<file path="src/rtl/board_pkg.sv">
// shared map for the 16-bit board block; ram below 0x4000, one 256-byte register page at 0xff00
package board_pkg;

   // bus geometry
   parameter int DATA_W = 16;                // wishbone data width
   parameter int ADDR_W = 16;                // byte address width

   // address map
   parameter logic [ADDR_W-1:0] RAM_LIMIT = 16'h4000;   // first byte above the ram
   parameter logic [ADDR_W-1:0] IO_BASE   = 16'hFF00;   // register page base

   // register byte offsets inside the io page
   parameter logic [7:0] REG_SEG_LO = 8'h00;   // digit 1 : digit 0
   parameter logic [7:0] REG_SEG_HI = 8'h02;   // digit 3 : digit 2
   parameter logic [7:0] REG_LED    = 8'h04;   // bits 3..0 only
   parameter logic [7:0] REG_STATUS = 8'h06;   // read only, toggle levels

   // one-hot target select bit positions
   parameter int SEL_RAM  = 0;
   parameter int SEL_IO   = 1;
   parameter int SEL_NONE = 2;

   // seven-segment scanner
   parameter int SCAN_POS = 6;               // digit positions on the board

endpackage

</file>
<file path="src/rtl/io_regs.sv">
// registers reset to zero; status word is read only and writes to it are dropped
`timescale 1ns/10ps

module io_regs
(
   input  logic                         sys_clk_p,
   input  logic                         rst_i,
   input  logic [1:0]                   off_i,     // word offset in the page
   input  logic [board_pkg::DATA_W-1:0] dat_i,
   input  logic                         we_i,
   input  logic [1:0]                   sel_i,     // byte lanes
   input  logic                         stb_i,
   input  logic [1:0]                   tog_i,     // button toggle levels
   output logic [board_pkg::DATA_W-1:0] dat_o,
   output logic                         ack_o,
   output logic [3:0][7:0]              digit_o,   // raw segment patterns
   output logic [3:0]                   led_o
);

   logic [15:0] seg_lo;   // digits 1:0
   logic [15:0] seg_hi;   // digits 3:2
   logic [3:0]  led;
   logic        wr;

   assign wr = stb_i & we_i;

   always_ff @(posedge sys_clk_p)
   begin
      if (rst_i)
      begin
         seg_lo <= 16'h0000;
         seg_hi <= 16'h0000;
         led    <= 4'h0;
      end
      else if (wr)
      begin
         if (off_i == board_pkg::REG_SEG_LO[2:1])
         begin
            if (sel_i[0]) seg_lo[7:0]  <= dat_i[7:0];
            if (sel_i[1]) seg_lo[15:8] <= dat_i[15:8];
         end
         if (off_i == board_pkg::REG_SEG_HI[2:1])
         begin
            if (sel_i[0]) seg_hi[7:0]  <= dat_i[7:0];
            if (sel_i[1]) seg_hi[15:8] <= dat_i[15:8];
         end
         if ((off_i == board_pkg::REG_LED[2:1]) && sel_i[0])
            led <= dat_i[3:0];                   // upper lane has nothing to hold
      end
   end

   // read return, status assembled from live toggle levels
   always_comb
   begin
      case (off_i)
         board_pkg::REG_SEG_LO[2:1]: dat_o = seg_lo;
         board_pkg::REG_SEG_HI[2:1]: dat_o = seg_hi;
         board_pkg::REG_LED[2:1]:    dat_o = {12'h000, led};
         board_pkg::REG_STATUS[2:1]: dat_o = {14'h0000, tog_i};
         default:                    dat_o = 16'h0000;
      endcase
   end

   assign ack_o   = stb_i;   // zero wait states
   assign digit_o = {seg_hi[15:8], seg_hi[7:0], seg_lo[15:8], seg_lo[7:0]};
   assign led_o   = led;

endmodule

</file>
<file path="config.mk">
export PLATFORM = sky130hd
export DESIGN_NAME = io_regs
export DESIGN_NICKNAME = d
export VERILOG_FILES = /design/src/rtl/board_pkg.sv /design/src/rtl/io_regs.sv
export SDC_FILE = /design/constraint.sdc
export NUM_CORES = 1
export LEC_CHECK = 0
export ABC_AREA = 0
export CAP_MARGIN = 10
export CELL_PAD_IN_SITES_DETAIL_PLACEMENT = 1
export CELL_PAD_IN_SITES_GLOBAL_PLACEMENT = 2
export CORE_MARGIN = 5
export CORE_UTILIZATION = 38
export DETAILED_ROUTE_END_ITERATION = 16
export DONT_BUFFER_PORTS = 1
export PLACE_DENSITY = 0.91
export REMOVE_ABC_BUFFERS = 1
export SLEW_MARGIN = 10
export SYNTH_ARGS = -nofsm -noshare
export SYNTH_HDL_FRONTEND = slang
export SYNTH_SLANG_ARGS = --single-unit
</file>
<file path="constraint.sdc">
create_clock -name sys_clk_p -period 4 [get_ports sys_clk_p]
set_clock_uncertainty 0.2 [all_clocks]
set_input_delay 0.6 -clock sys_clk_p [delete_from_list [all_inputs] [get_ports sys_clk_p]]
set_output_delay 0.6 -clock sys_clk_p [all_outputs]
set_load 0.02 [all_outputs]
</file>
# Word-level counts from Yosys, hierarchy flattened
# Index checks and enable logic that the tools add are counted.
[classes]
bitwise = 1
reduce_logical = 7
n_eq_ne = 3
n_mux = 1
[op_table]
columns = ["operator", "count"]
rows = [
  ["16-bit case mux with 4 select lines", 1],
  ["3-bit AND reduction", 4],
  ["2-bit == test (second input constant)", 2],
  ["2-bit by 1-bit == test with 1-bit output (second input constant)", 1],
  ["2-bit logical NOT", 1],
  ["2-bit AND reduction", 1],
  ["1-bit bitwise AND", 1],
  ["1-bit logical AND", 1],
]
[totals]
register_bits = 36
in_bits = 26
word_cells = 17
out_inout_bits = 53

# Longest topological paths before layout
# Gate-level depths: netlist of run 1.
[depth]
word_depth = 3
mapped_depth = 4
mapped_depth_nobuf = 3

# Worst setup path before layout of run 1
# Ideal clock, no wire load.
[synth_timing]
path_type = "input-to-output"
startpoint = "in off_i[0]"
endpoint = "out dat_o[11] in the netlist's numbering"
setup_slack_ns = 1.728
t_arrival_ns = 1.472
t_required_ns = 3.200
path_buffers = 2
cell_stages = 4
cell_sequence = "buf_2 buf_2 mux2i_1 nor2_1"
[synth_via]
elab_chain_cells = 2
word_cells_on_any_way = 5
classes_between = "eq/ne: 3; mux: 1; reduce/logical: 1"
[synth_lines]
columns = ["element", "line_no", "rtl"]
rows = [
  ["from (decl)", "io_regs.sv:8", "input logic [1:0] off_i,"],
  ["2-bit == test (tied with other cells)", "io_regs.sv:55", "case (off_i)"],
  ["16-bit case mux with 4 select lines (*)", "io_regs.sv:55", ""],
  ["to (decl)", "io_regs.sv:14", "output logic [board_pkg::DATA_W-1:0] dat_o,"],
]
# Mark *: on every way between the ends. The rest lies on a longest branch, timed or not.

# Worst setup path after layout of run 1
[layout_timing]
startpoint = "reg seg_hi[3]"
endpoint = "out dat_o[3] in the netlist's numbering"
[layout_via]
elab_chain_cells = 1
[layout_lines]
columns = ["element", "line_no", "rtl"]
rows = [
  ["from (decl)", "io_regs.sv:21", "logic [15:0] seg_hi;"],
  ["from (signal assigned)", "io_regs.sv:44", "if (sel_i[0]) seg_hi[7:0] <= dat_i[7:0];"],
  ["16-bit case mux with 4 select lines", "io_regs.sv:55", ""],
]
# No other way between the ends.

==> metrics.json, run 1 <==
{
  "cts-hold-fix-buffers": 0,
  "final_antenna_net_count": 0,
  "worst_ir_drop_vdd_uv": 203,
  "yosysMostFrequentCell": "sky130_fd_sc_hd__nand2b_1",
  "std_cell_rows": 24,
  "final_period_minus_worst_setup_slack_ns": 2.23,
  "worstMarginPinSlew_ns": 0.669,
  "track_usage": 0.151,
  "max-clock-path-buffers": 2,
  "wl_per_cell_um": 19.7,
  "maxCapViolations": 0,
  "viasPerCell": 5.54,
  "placedCellCount": 217,
  "crit_path_top_delay_cell": "sky130_fd_sc_hd__o21ai_0",
  "path_cells": "mux2i_1, o21ai_0",
  "path_class": "flop to output pin",
  "synthDominantAreaCellType": "sky130_fd_sc_hd__dfxtp_1",
  "power_density_nw_per_um2": 361,
  "antenna_found_initial": 0,
  "hold_path_startpoint": "rst_i",
  "cp-start-kind": "flop",
  "port_buffers": 0,
  "cts.root.buffer_cell": "sky130_fd_sc_hd__clkbuf_8",
  "dieHeight_um": 78.3,
  "post_route_cells_drive_above_1_share": 0.0694,
  "synth_top_cells_by_area": "sky130_fd_sc_hd__dfxtp_1 (41%), sky130_fd_sc_hd__mux2i_1 (28%), sky130_fd_sc_hd__nand2b_1 (19%)",
  "synth_cell_types": 15,
  "path_max_fanout": 3,
  "cts_tree": "built",
  "routed_wl_mm": 4.44,
  "die_area_um2": 6120,
  "gr_layer_usage_met1": 0.157,
  "min_to": "seg_hi[12]$_SDFFE_PP0P_",
  "setup.reg_to_reg.worst_slack_ns": 2.97,
  "slew_headroom": 0.549,
  "clkTransAtPathRegs_ns": 0.07,
  "globalRouteOverflowTotal": 0,
  "fraction_of_post_synthesis_cell_area_in_the_top_cell_type_by_area": 0.407,
  "cts_buffers": 5,
  "worstSkewPairLatency_ns": 0.28,
  "outcome": "finished clean",
  "cp-end-kind": "output pin",
  "chipWidth_um": 78.3,
  "timing.critical_path.required_ns": 3.20,
  "clkSinkCount": 36,
  "grt_start_max_net_pins": 53,
  "synth-seq-area-share": 0.407,
  "timing.final.crit_share": 0.557,
  "global_route.peak_usage_layer": "met2",
  "first_global_vias": 1413,
  "fmax_ghz": 0.449,
  "final_cells": 225,
  "wire_length_of_the_first_global_routing_pass_mm": 7.31,
  "post_synth_instance_area_um2": 1770,
  "timing.rr.end": "seg_hi[14]$_SDFFE_PP0P_",
  "grt.met3_usage": 0.0858,
  "syn-mean-instance-area_um2": 10.0,
  "synth-edff-count": 0,
  "finalSetupTns_ns": 0,
  "critical_path.top_delay_family": "compound AO/OA/AOI/OAI gates",
  "drt_iter0_drc": 55,
  "dpl.hpwl_mm": 3.27,
  "drt_first_pass_iters": 4,
  "p_leak_nw": 0.780,
  "worst-r2r-cell-count": 2,
  "cts_post_setup_buffers_inserted": 0,
  "min-delay-path-class": "input port to flop",
  "netlist_top_cells_count": "sky130_fd_sc_hd__nand2b_1 (53), sky130_fd_sc_hd__mux2i_1 (50), sky130_fd_sc_hd__dfxtp_1 (36)",
  "start_util": 0.398,
  "timing.critical_path.arrival_ns": 1.43,
  "async_flop_share": 0,
  "timing.critical_path.buf_inv": 0,
  "gpl_congestion": 0.756,
  "vias": 1246,
  "ys.warnings.count": 0,
  "synthFlopType": "sky130_fd_sc_hd__dfxtp_1",
  "report.final.slew_viol_count": 0,
  "antenna_cells_inserted": 0,
  "post_cts.resized_instances": 0,
  "grt_use_met2": 0.268,
  "timing.final.hold_violations": 0,
  "cpPeakStageDelay_ns": 0.55,
  "syn_to_final_growth_pct": 5.37,
  "regToRegStartpoint": "seg_hi[14]$_SDFFE_PP0P_",
  "io-pin-count": 79,
  "postSynthCellCount": 177,
  "postSynthRegisterBits": 36,
  "floorplan.core_area_um2": 4440,
  "rsz0062_at_grt": "no",
  "cts_htree_levels": 2,
  "report.final.setup_viol": 0,
  "layout.nets": 198,
  "drt_drc_violations_left": 0,
  "timing.hold.worst_path_depth": 2
}
[cell type report]
cell class,count,area (µm²)
clock buffers,6,82.6
clock inverters,2,10.0
fillers,509,2580
multi-input cells,129,987
flip-flops and latches,36,721
well taps,52,65.1
[worst max path at each step]
stage,startpoint,to,cells past startpoint
2_1_floorplan,off_i[0],dat_o[2],2
3_3_place_gp,off_i[0],dat_o[2],2
3_5_place_dp,off_i[0],dat_o[2],2
4_1_cts,seg_lo[2]$_SDFFE_PP0P_,dat_o[2],2
5_1_grt,seg_hi[3]$_SDFFE_PP0P_,dat_o[3],2
6_report,seg_hi[3]$_SDFFE_PP0P_,dat_o[3],2
[state kept, by name, summed over array words and instances, names as in the netlist]
name / cells
seg_lo: 16
seg_hi: 16
led_o: 4
[power breakdown]
group          internal, W  switching, W  leakage, nW
Clock             0.000137      0.000126       0.0510
Sequential        0.000363     0.0000102        0.291
Combinational    0.0000211     0.0000154        0.439
[metrics by stage]
| step | total power, W | util | cell area (µm²) | hold WS, ns | setup WS [ns] |
|---|---|---|---|---|---|
| final | 0.000673 | 0.420 | 1870 | 0.290 | 1.77 |
| after global routing | 0.000705 | 0.420 | 1870 | 0.283 | 1.67 |
| after CTS | 0.000684 | 0.420 | 1870 | 0.278 | 1.73 |
| after detailed placement | 0.000419 | 0.399 | 1770 | 0.385 | 1.93 |
| after global placement | 0.000416 | 0.399 | 1770 | 0.373 | 1.94 |
| after floorplan | 0.000413 | - | 1710 | 0.354 | 2.01 |
[per-layer routing]
layer / vias up / wire length, µm
met5: - / 0
met4: 0 / 10
met3: 2 / 576
met2: 71 / 2140
met1: 589 / 1710
li1: 584 / -
[worst reg2reg max path, cell delays in order (launching register included)]
cell                       delay, ns
sky130_fd_sc_hd__dfxtp_1        0.48
sky130_fd_sc_hd__nand2b_1       0.10
sky130_fd_sc_hd__mux2i_1        0.17
[layout by cell type, fill, tap and decap left out]
cell / n
sky130_fd_sc_hd__clkbuf_8: 6
sky130_fd_sc_hd__clkinv_2: 2
sky130_fd_sc_hd__dfxtp_1: 36
sky130_fd_sc_hd__mux2i_1: 50
sky130_fd_sc_hd__mux4_2: 2
sky130_fd_sc_hd__nand2_1: 2
sky130_fd_sc_hd__nand2b_1: 53
sky130_fd_sc_hd__nand3_1: 2
sky130_fd_sc_hd__nand4_1: 1
sky130_fd_sc_hd__nor2_1: 12
sky130_fd_sc_hd__nor2_2: 2
sky130_fd_sc_hd__nor2b_1: 1
sky130_fd_sc_hd__o21ai_0: 2
sky130_fd_sc_hd__or3_1: 2
[cell families after synthesis]
family                 after synthesis  synth area share
DFF                                 36             0.407
and+or+nand+nor                     75             0.244
muxes                               52             0.308
AOI/OAI and AO/OA                    2           0.00565
buffers and inverters               12            0.0353
No activity file was read; power rests on OpenSTA's default activity.
==> inputs of run 2 (changes only) <==
--- a/config.mk
+++ b/config.mk
@@ -10,10 +10,10 @@
 export CELL_PAD_IN_SITES_DETAIL_PLACEMENT = 1
 export CELL_PAD_IN_SITES_GLOBAL_PLACEMENT = 2
 export CORE_MARGIN = 5
-export CORE_UTILIZATION = 38
+export CORE_UTILIZATION = 32
 export DETAILED_ROUTE_END_ITERATION = 16
 export DONT_BUFFER_PORTS = 1
-export PLACE_DENSITY = 0.91
+export PLACE_DENSITY = 0.82
 export REMOVE_ABC_BUFFERS = 1
 export SLEW_MARGIN = 10
 export SYNTH_ARGS = -nofsm -noshare
==> constraint.sdc (replaced) <==
create_clock -name sys_clk_p -period 1.91 [get_ports sys_clk_p]
set_clock_uncertainty 0.2 [all_clocks]
set_input_delay 0.2865 -clock sys_clk_p [delete_from_list [all_inputs] [get_ports sys_clk_p]]
set_output_delay 0.2865 -clock sys_clk_p [all_outputs]
set_load 0.02 [all_outputs]
==> run 2 against run 1 <==
Register-to-register slack worse by 2.1 ns. Cell count rose by 19%. Global-route usage fell by 1.8 points. First-iteration DRC count decreased by 36%. Largest cell class unchanged. Highest routed layer unchanged.
==> metrics.json, run 2 (synthesis gave the netlist of run 1 again) <==
{
  "outcome": {"value": "finished clean", "change": "unchanged"},
  "design_power_total": {"value": 0.00144, "unit": "W", "change": "was 0.000673 W"},
  "dpl.hpwl": {"value": 3.05, "unit": "mm", "change": "was 3.27 mm"},
  "antenna_found_initial": {"value": 0, "change": "unchanged"},
  "design_area": {"value": 2090, "unit": "µm²", "change": "was 1870 µm²"},
  "fmax_ghz": 0.576,
  "met2_wl": {"value": 2.45, "unit": "mm", "change": "was 2.14 mm"},
  "min-delay-path-class": {"value": "input port to flop", "change": "unchanged"},
  "final_cells": {"value": 267, "change": "was 225"},
  "first_global_vias": {"value": 1454, "change": "was 1413"},
  "worstMarginPinSlew": {"value": 0.898, "unit": "ns", "change": "was 0.669 ns"},
  "report.final.slew_viol_count": {"value": 0, "change": "unchanged"},
  "grt_start_max_net_pins": {"value": 34, "change": "was 53"},
  "port_buffers": {"value": 0, "change": "unchanged"},
  "wl_per_cell": {"value": 17.3, "unit": "µm", "change": "was 19.7 µm"},
  "drt_iter0_drc": {"value": 35, "change": "was 55"},
  "report.final.setup_viol": {"value": 0, "change": "unchanged"},
  "max-clock-path-buffers": {"value": 2, "change": "unchanged"},
  "path_class": {"value": "flop to output pin", "change": "unchanged"},
  "start_util": {"value": 0.326, "change": "was 0.398"},
  "met3WireLength": {"value": 252, "unit": "µm", "change": "was 576 µm"},
  "slew_headroom": {"value": 0.399, "change": "was 0.549"},
  "layout.nets": {"value": 220, "change": "was 198"},
  "globalRouteOverflowTotal": {"value": 0, "change": "unchanged"},
  "std_cell_rows": {"value": 27, "change": "was 24"},
  "die_area": {"value": 7120, "unit": "µm²", "change": "was 6120 µm²"},
  "drt_drc_violations_left": {"value": 0, "change": "unchanged"},
  "final_antenna_net_count": {"value": 0, "change": "unchanged"},
  "cts-hold-fix-buffers": {"value": 13, "change": "was 0"},
  "cts_buffers": {"value": 5, "change": "unchanged"},
  "cts_post_setup_buffers_inserted": {"value": 0, "change": "unchanged"},
  "rsz0062_at_grt": {"value": "no", "change": "unchanged"},
  "dpl_cell_area": {"value": 1860, "unit": "µm²", "change": "was 1770 µm²"},
  "cpPeakStageDelay": {"value": 0.57, "unit": "ns", "change": "was 0.55 ns"},
  "path_cells": {"value": "mux4_2", "change": "was mux2i_1, o21ai_0"},
  "post_route_cells_drive_above_1_share": {"value": 0.103, "change": "was 0.0694"},
  "timing.critical_path.buf_inv": {"value": 0, "change": "unchanged"},
  "detail_route.wirelength.met1": {"value": 1.87, "unit": "mm", "change": "was 1.71 mm"},
  "gpl_congestion": {"value": 0.693, "change": "was 0.756"},
  "critical_path.top_delay_family": {"value": "multiplexers", "change": "was compound AO/OA/AOI/OAI gates"},
  "timing.critical_path.arrival": {"value": 1.25, "unit": "ns", "change": "was 1.43 ns"},
  "path_max_fanout": {"value": 3, "change": "unchanged"},
  "p_leak": {"value": 0.882, "unit": "nW", "change": "was 0.780 nW"},
  "worstSkewPairLatency": {"value": 0.28, "unit": "ns", "change": "about the same"},
  "setup.reg_to_reg.worst_slack": {"value": 0.91, "unit": "ns", "change": "was 2.97 ns"},
  "cp-end-kind": {"value": "output pin", "change": "unchanged"},
  "dieHeight": {"value": 84.4, "unit": "µm", "change": "was 78.3 µm"},
  "timing.final.hold_violations": {"value": 0, "change": "unchanged"},
  "antenna_cells_inserted": {"value": 0, "change": "unchanged"},
  "track_usage": {"value": 0.133, "change": "was 0.151"},
  "finalSetupTns": {"value": 0, "unit": "ns", "change": "unchanged"},
  "filler_cell_count": {"value": 606, "change": "was 509"},
  "most_frequent_standard_cell_in_the_layout_excluding_fill_and_tap_cells": {"value": "sky130_fd_sc_hd__nand2b_1", "change": "unchanged"},
  "io-pin-count": {"value": 79, "change": "unchanged"},
  "crit_path_top_delay_cell": {"value": "sky130_fd_sc_hd__mux4_2", "change": "was sky130_fd_sc_hd__o21ai_0"},
  "routed_wl": {"value": 4.62, "unit": "mm", "change": "was 4.44 mm"},
  "floorplan.core_area": {"value": 5440, "unit": "µm²", "change": "was 4440 µm²"},
  "placedCellCount": {"value": 245, "change": "was 217"},
  "clkSinkCount": {"value": 36, "change": "unchanged"},
  "final_period_minus_worst_setup_slack_ns": 1.74,
  "timing.final.crit_share": 0.910,
  "syn_to_final_growth": {"value": 18.1, "unit": "%", "change": "was 5.37%"},
  "timing.critical_path.required": {"value": 1.42, "unit": "ns", "change": "was 3.20 ns"},
  "maxCapViolations": {"value": 0, "change": "unchanged"},
  "cp-start-kind": {"value": "flop", "change": "unchanged"},
  "cts_tree": {"value": "built", "change": "unchanged"},
  "wire_length_of_the_first_global_routing_pass": {"value": 7.58, "unit": "mm", "change": "was 7.31 mm"},
  "clkTransAtPathRegs": {"value": 0.08, "unit": "ns", "change": "was 0.07 ns"},
  "power_density": {"value": 691, "unit": "nW/µm²", "change": "was 361 nW/µm²"},
  "cts.root.buffer_cell": {"value": "sky130_fd_sc_hd__clkbuf_8", "change": "unchanged"},
  "cts_htree_levels": {"value": 2, "change": "unchanged"},
  "vias": {"value": 1305, "change": "was 1246"},
  "viasPerCell": {"value": 4.89, "change": "was 5.54"},
  "maxUsedRoutingLayer": {"value": "met4", "change": "unchanged"},
  "chipWidth": {"value": 84.4, "unit": "µm", "change": "was 78.3 µm"},
  "final_cell_mix": {"value": "sky130_fd_sc_hd__nand2b_1 (53), sky130_fd_sc_hd__mux2i_1 (50), sky130_fd_sc_hd__dfxtp_1 (36)", "change": "unchanged"},
  "post_cts.resized_instances": {"value": 0, "change": "unchanged"},
  "worst_ir_drop_vdd": {"value": 319, "unit": "µV", "change": "was 203 µV"},
  "drt_first_pass_iters": {"value": 4, "change": "unchanged"}
}
[run 2: changes by cell type in the layout (fill, tap and decap cells not counted)]
cell	previous run	this run
sky130_fd_sc_hd__buf_4	0	8
sky130_fd_sc_hd__dlygate4sd3_1	0	14
[run 2: final timing paths]
path / from / endpoint / depth (start not counted)
max: seg_hi[0]$_SDFFE_PP0P_ / dat_o[0] / 1
min: dat_i[9] / seg_hi[9]$_SDFFE_PP0P_ / 2
max reg2reg: seg_lo[2]$_SDFFE_PP0P_ / seg_lo[2]$_SDFFE_PP0P_ / 2
min reg2reg: seg_hi[15]$_SDFFE_PP0P_ / seg_hi[15]$_SDFFE_PP0P_ / 2
[run 2: per-stage QoR]
step                      utilization  setup WS (ns)  hold slack [ns]
after floorplan                     -          0.397            0.262
after global placement          0.342          0.408            0.273
after detailed placement        0.342          0.380            0.280
after CTS                       0.383          0.138        0.0000855
after global routing            0.384         0.0323           0.0145
final                           0.384          0.173          0.00357
[run 2: area by class of cell]
class                   count  area (µm²)  area share
repair buffers             22         200      0.0958
well taps                  72        90.1      0.0431
clock buffers               6        82.6      0.0395
flip-flops and latches     36         721       0.345
multi-input cells         129         987       0.472
clock inverters             2        10.0     0.00479
[run 2: routing by layer]
layer / global-route usage / vias up
li1: - / 626
met1: 0.154 / 637
met2: 0.238 / 36
met3: 0.0393 / 6
met4: 0.0360 / 0
met5: 0 / -
[run 2: power by group]
| group | leakage, nW | internal (W) | switching (W) |
|---|---|---|---|
| clock network | 0.0510 | 0.000288 | 0.000264 |
| logic | 0.541 | 0.0000660 | 0.0000467 |
| registers | 0.291 | 0.000760 | 0.0000194 |
| total | 0.882 | 0.00111 | 0.000330 |
==> inputs of run 3 (changes only) <==
--- a/config.mk
+++ b/config.mk
@@ -14,7 +14,6 @@
 export DETAILED_ROUTE_END_ITERATION = 16
 export DONT_BUFFER_PORTS = 1
 export PLACE_DENSITY = 0.82
-export REMOVE_ABC_BUFFERS = 1
 export SLEW_MARGIN = 10
 export SYNTH_ARGS = -nofsm -noshare
 export SYNTH_HDL_FRONTEND = slang
==> run 3 against run 2 <==
Core utilization rose by 0.67 points. First-iteration DRC count fell by 17%. Cell count rose by 1.1%. Sequential power barely moved. Critical endpoint unchanged. Via count rose by 0.61%. Highest routed layer unchanged. Clock-buffer cell count rose by 1. Power rose by 2.3%. Largest power group unchanged.
==> metrics.json, run 3 (synthesis gave the netlist of run 1 again) <==
{
  "outcome": {"value": "finished clean", "change": "unchanged"},
  "cpPeakStageDelay": {"value": 0.57, "unit": "ns", "change": "about the same"},
  "port_buffers": {"value": 0, "change": "unchanged"},
  "power_density": {"value": 694, "unit": "nW/µm²", "change": "was 691 nW/µm²"},
  "mappedNetlistNets": 203,
  "clkSinkCount": {"value": 36, "change": "unchanged"},
  "timing.final.hold_violations": {"value": 0, "change": "unchanged"},
  "worstMarginPinSlew": {"value": 0.951, "unit": "ns", "change": "was 0.898 ns"},
  "setup.reg_to_reg.worst_slack": {"value": 0.38, "unit": "ns", "change": "was 0.91 ns"},
  "min-delay-path-class": {"value": "input port to flop", "change": "unchanged"},
  "worstSkewPairLatency": {"value": 0.28, "unit": "ns", "change": "about the same"},
  "cts.root.buffer_cell": {"value": "sky130_fd_sc_hd__clkbuf_8", "change": "unchanged"},
  "viasPerCell": {"value": 4.86, "change": "was 4.89"},
  "most_frequent_standard_cell_in_the_layout_excluding_fill_and_tap_cells": {"value": "sky130_fd_sc_hd__nand2b_1", "change": "unchanged"},
  "gr_layer_usage_met1": {"value": 0.158, "change": "was 0.154"},
  "crit_path_top_delay_cell": {"value": "sky130_fd_sc_hd__mux4_2", "change": "unchanged"},
  "antenna_cells_inserted": {"value": 0, "change": "unchanged"},
  "first_global_vias": {"value": 1453, "change": "was 1454"},
  "critical_path.top_delay_family": {"value": "multiplexers", "change": "unchanged"},
  "wl_per_cell": {"value": 17.7, "unit": "µm", "change": "was 17.3 µm"},
  "worst-r2r-cell-count": {"value": 3, "change": "was 2"},
  "drt_drc_violations_left": {"value": 0, "change": "unchanged"},
  "drt_first_pass_iters": {"value": 2, "change": "was 4"},
  "pwr-share-seq": {"value": 0.527, "change": "was 0.540"},
  "std_cell_rows": {"value": 27, "change": "unchanged"},
  "report.final.setup_viol": {"value": 0, "change": "unchanged"},
  "placedCellCount": {"value": 249, "change": "was 245"},
  "cts_buffers": {"value": 5, "change": "unchanged"},
  "grt_use_met2": {"value": 0.241, "change": "was 0.238"},
  "dieHeight": {"value": 84.4, "unit": "µm", "change": "unchanged"},
  "final_core_utilization": {"value": 0.391, "change": "was 0.384"},
  "p_sw": {"value": 0.000329, "unit": "W", "change": "was 0.000330 W"},
  "min_to": {"value": "seg_lo[10]$_SDFFE_PP0P_", "change": "was seg_hi[9]$_SDFFE_PP0P_"},
  "p_leak": {"value": 0.915, "unit": "nW", "change": "was 0.882 nW"},
  "layout.nets": {"value": 224, "change": "was 220"},
  "finalSetupTns": {"value": 0, "unit": "ns", "change": "unchanged"},
  "sw_ratio": {"value": 0.223, "change": "was 0.229"},
  "share_comb_of_total_power": {"value": 0.079, "change": "was 0.078"},
  "slew_headroom": {"value": 0.366, "change": "was 0.399"},
  "cp-end-kind": {"value": "output pin", "change": "unchanged"},
  "report.final.slew_viol_count": {"value": 0, "change": "unchanged"},
  "post_route_cells_drive_above_1_share": {"value": 0.116, "change": "was 0.103"},
  "cts_post_setup_buffers_inserted": {"value": 0, "change": "unchanged"},
  "path_max_fanout": {"value": 3, "change": "unchanged"},
  "gpl_congestion": {"value": 0.692, "change": "was 0.693"},
  "final_antenna_net_count": {"value": 0, "change": "unchanged"},
  "clock_power_share": {"value": 0.395, "change": "was 0.382"},
  "timing.critical_path.required": {"value": 1.42, "unit": "ns", "change": "about the same"},
  "final_period_minus_worst_setup_slack": {"value": 1.74, "unit": "ns", "change": "about the same"},
  "path_cells": {"value": "mux4_2", "change": "unchanged"},
  "path_class": {"value": "flop to output pin", "change": "unchanged"},
  "timing.critical_path.arrival": {"value": 1.26, "unit": "ns", "change": "was 1.25 ns"},
  "track_usage": {"value": 0.139, "change": "was 0.133"},
  "global_route.peak_usage_layer": {"value": "met2", "change": "unchanged"},
  "fmax": {"value": 0.574, "unit": "GHz", "change": "was 0.576 GHz"},
  "regToRegStartpoint": {"value": "seg_hi[15]$_SDFFE_PP0P_", "change": "was seg_lo[2]$_SDFFE_PP0P_"},
  "grt_start_max_net_pins": {"value": 35, "change": "was 34"},
  "timing.critical_path.buf_inv": {"value": 0, "change": "unchanged"},
  "area.sequential": {"value": 721, "unit": "µm²", "change": "unchanged"},
  "antenna_found_initial": {"value": 0, "change": "unchanged"},
  "timing.final.crit_share": {"value": 0.912, "change": "was 0.910"},
  "multi_input_combinational_cell_area": {"value": 987, "unit": "µm²", "change": "unchanged"},
  "io-pin-count": {"value": 79, "change": "unchanged"},
  "wire_length_of_the_first_global_routing_pass": {"value": 7.84, "unit": "mm", "change": "was 7.58 mm"},
  "syn_to_final_growth": {"value": 20.1, "unit": "%", "change": "was 18.1%"},
  "chipWidth": {"value": 84.4, "unit": "µm", "change": "unchanged"},
  "cp-start-kind": {"value": "flop", "change": "unchanged"},
  "die_area": {"value": 7120, "unit": "µm²", "change": "unchanged"},
  "globalRouteOverflowTotal": {"value": 0, "change": "unchanged"},
  "cts_htree_levels": {"value": 2, "change": "unchanged"},
  "final_cell_mix": {"value": "sky130_fd_sc_hd__nand2b_1 (53), sky130_fd_sc_hd__mux2i_1 (50), sky130_fd_sc_hd__dfxtp_1 (36)", "change": "unchanged"},
  "dpl.hpwl": {"value": 3.14, "unit": "mm", "change": "was 3.05 mm"},
  "final_cells": {"value": 270, "change": "was 267"},
  "start_util": {"value": 0.326, "change": "unchanged"},
  "timing.rr.end": {"value": "seg_hi[15]$_SDFFE_PP0P_", "change": "was seg_lo[2]$_SDFFE_PP0P_"},
  "grt.met3_usage": {"value": 0.0589, "change": "was 0.0393"},
  "clkTransAtPathRegs": {"value": 0.07, "unit": "ns", "change": "was 0.08 ns"},
  "routed_wl": {"value": 4.79, "unit": "mm", "change": "was 4.62 mm"},
  "cts_tree": {"value": "built", "change": "unchanged"},
  "rsz0062_at_grt": {"value": "no", "change": "unchanged"},
  "max-clock-path-buffers": {"value": 2, "change": "unchanged"},
  "worst_ir_drop_vdd": {"value": 460, "unit": "µV", "change": "was 319 µV"},
  "floorplan.core_area": {"value": 5440, "unit": "µm²", "change": "unchanged"},
  "drt_iter0_drc": {"value": 29, "change": "was 35"},
  "cellInternalPower": {"value": 0.00115, "unit": "W", "change": "was 0.00111 W"},
  "maxCapViolations": {"value": 0, "change": "unchanged"},
  "filler_cell_count": {"value": 614, "change": "was 606"},
  "timing.hold.worst_path_depth": {"value": 2, "change": "unchanged"},
  "hold_ws": {"value": 0.0141, "unit": "ns", "change": "was 0.00357 ns"},
  "vias": {"value": 1313, "change": "was 1305"},
  "hold_path_startpoint": {"value": "rst_i", "change": "was dat_i[9]"}
}
run 3: changes by cell type in the layout (fill, tap and decap cells not counted), sizes merged:
cell,before,now
clkinv,2,0
dlygate4sd3,14,13
buf,8,12
clkbuf,6,7
dlymetal6s4s,0,1
run 3: layout make-up:
class / instances / area share
clock buffers: 7 / 0.0453
multi-input cells: 129 / 0.464
flip-flops and latches: 36 / 0.339
well taps: 72 / 0.0424
repair buffers: 26 / 0.109
run 3: power groups by stage:
stage	registers (W)	clock network, W	logic (W)
detailed placement	0.000795	0	0.0000859
global route	0.000779	0.000651	0.000128
finish	0.000778	0.000583	0.000116
global placement	0.000795	0	0.0000851
CTS	0.000778	0.000611	0.000117
floorplan	0.000796	0	0.0000938
run 3: metal layers:
layer,up-vias,share of wire
met2,46,0.49
met3,6,0.082
li1,629,-
met1,632,0.42
met4,0,0.0071
met5,-,0
run 3: through the flow:
stage / setup WS (ns) / cell area [µm²] / power [W]
3_3_place_gp: 0.425 / 1890 / 0.000880
4_1_cts: 0.0793 / 2120 / 0.00151
2_1_floorplan: 0.265 / 1770 / 0.000889
6_report: 0.167 / 2130 / 0.00148
3_5_place_dp: 0.401 / 1890 / 0.000881
5_1_grt: 0.0500 / 2130 / 0.00156
run 3: worst max path at each step:
stage                                 from                      end  slack, ns  cells after the start
finish              seg_hi[0]$_SDFFE_PP0P_                 dat_o[0]       0.17                      1
CTS                                  rst_i  seg_lo[13]$_SDFFE_PP0P_       0.08                      3
floorplan                         off_i[0]                dat_o[11]       0.27                      4
global placement                  sel_i[1]  seg_lo[10]$_SDFFE_PP0P_       0.42                      3
global route        seg_hi[3]$_SDFFE_PP0P_                 dat_o[3]       0.05                      3
detailed placement                sel_i[1]  seg_lo[11]$_SDFFE_PP0P_       0.40                      3
run 3: timing repair:
| item | CTS | global route |
|---|---|---|
| endpoints found under the hold margin | 36 | 0 |
| setup endpoints to repair | 0 | 34 |
| resized for setup | 0 | 1 |
| hold buffers | 14 | 0 |
run 3: worst reg2reg max path, cell delays in order, from the launching register on:
cell	delay [ns]
sky130_fd_sc_hd__dfxtp_1	0.48
sky130_fd_sc_hd__nand2b_1	0.10
sky130_fd_sc_hd__mux2i_1	0.13
sky130_fd_sc_hd__dlygate4sd3_1	0.56
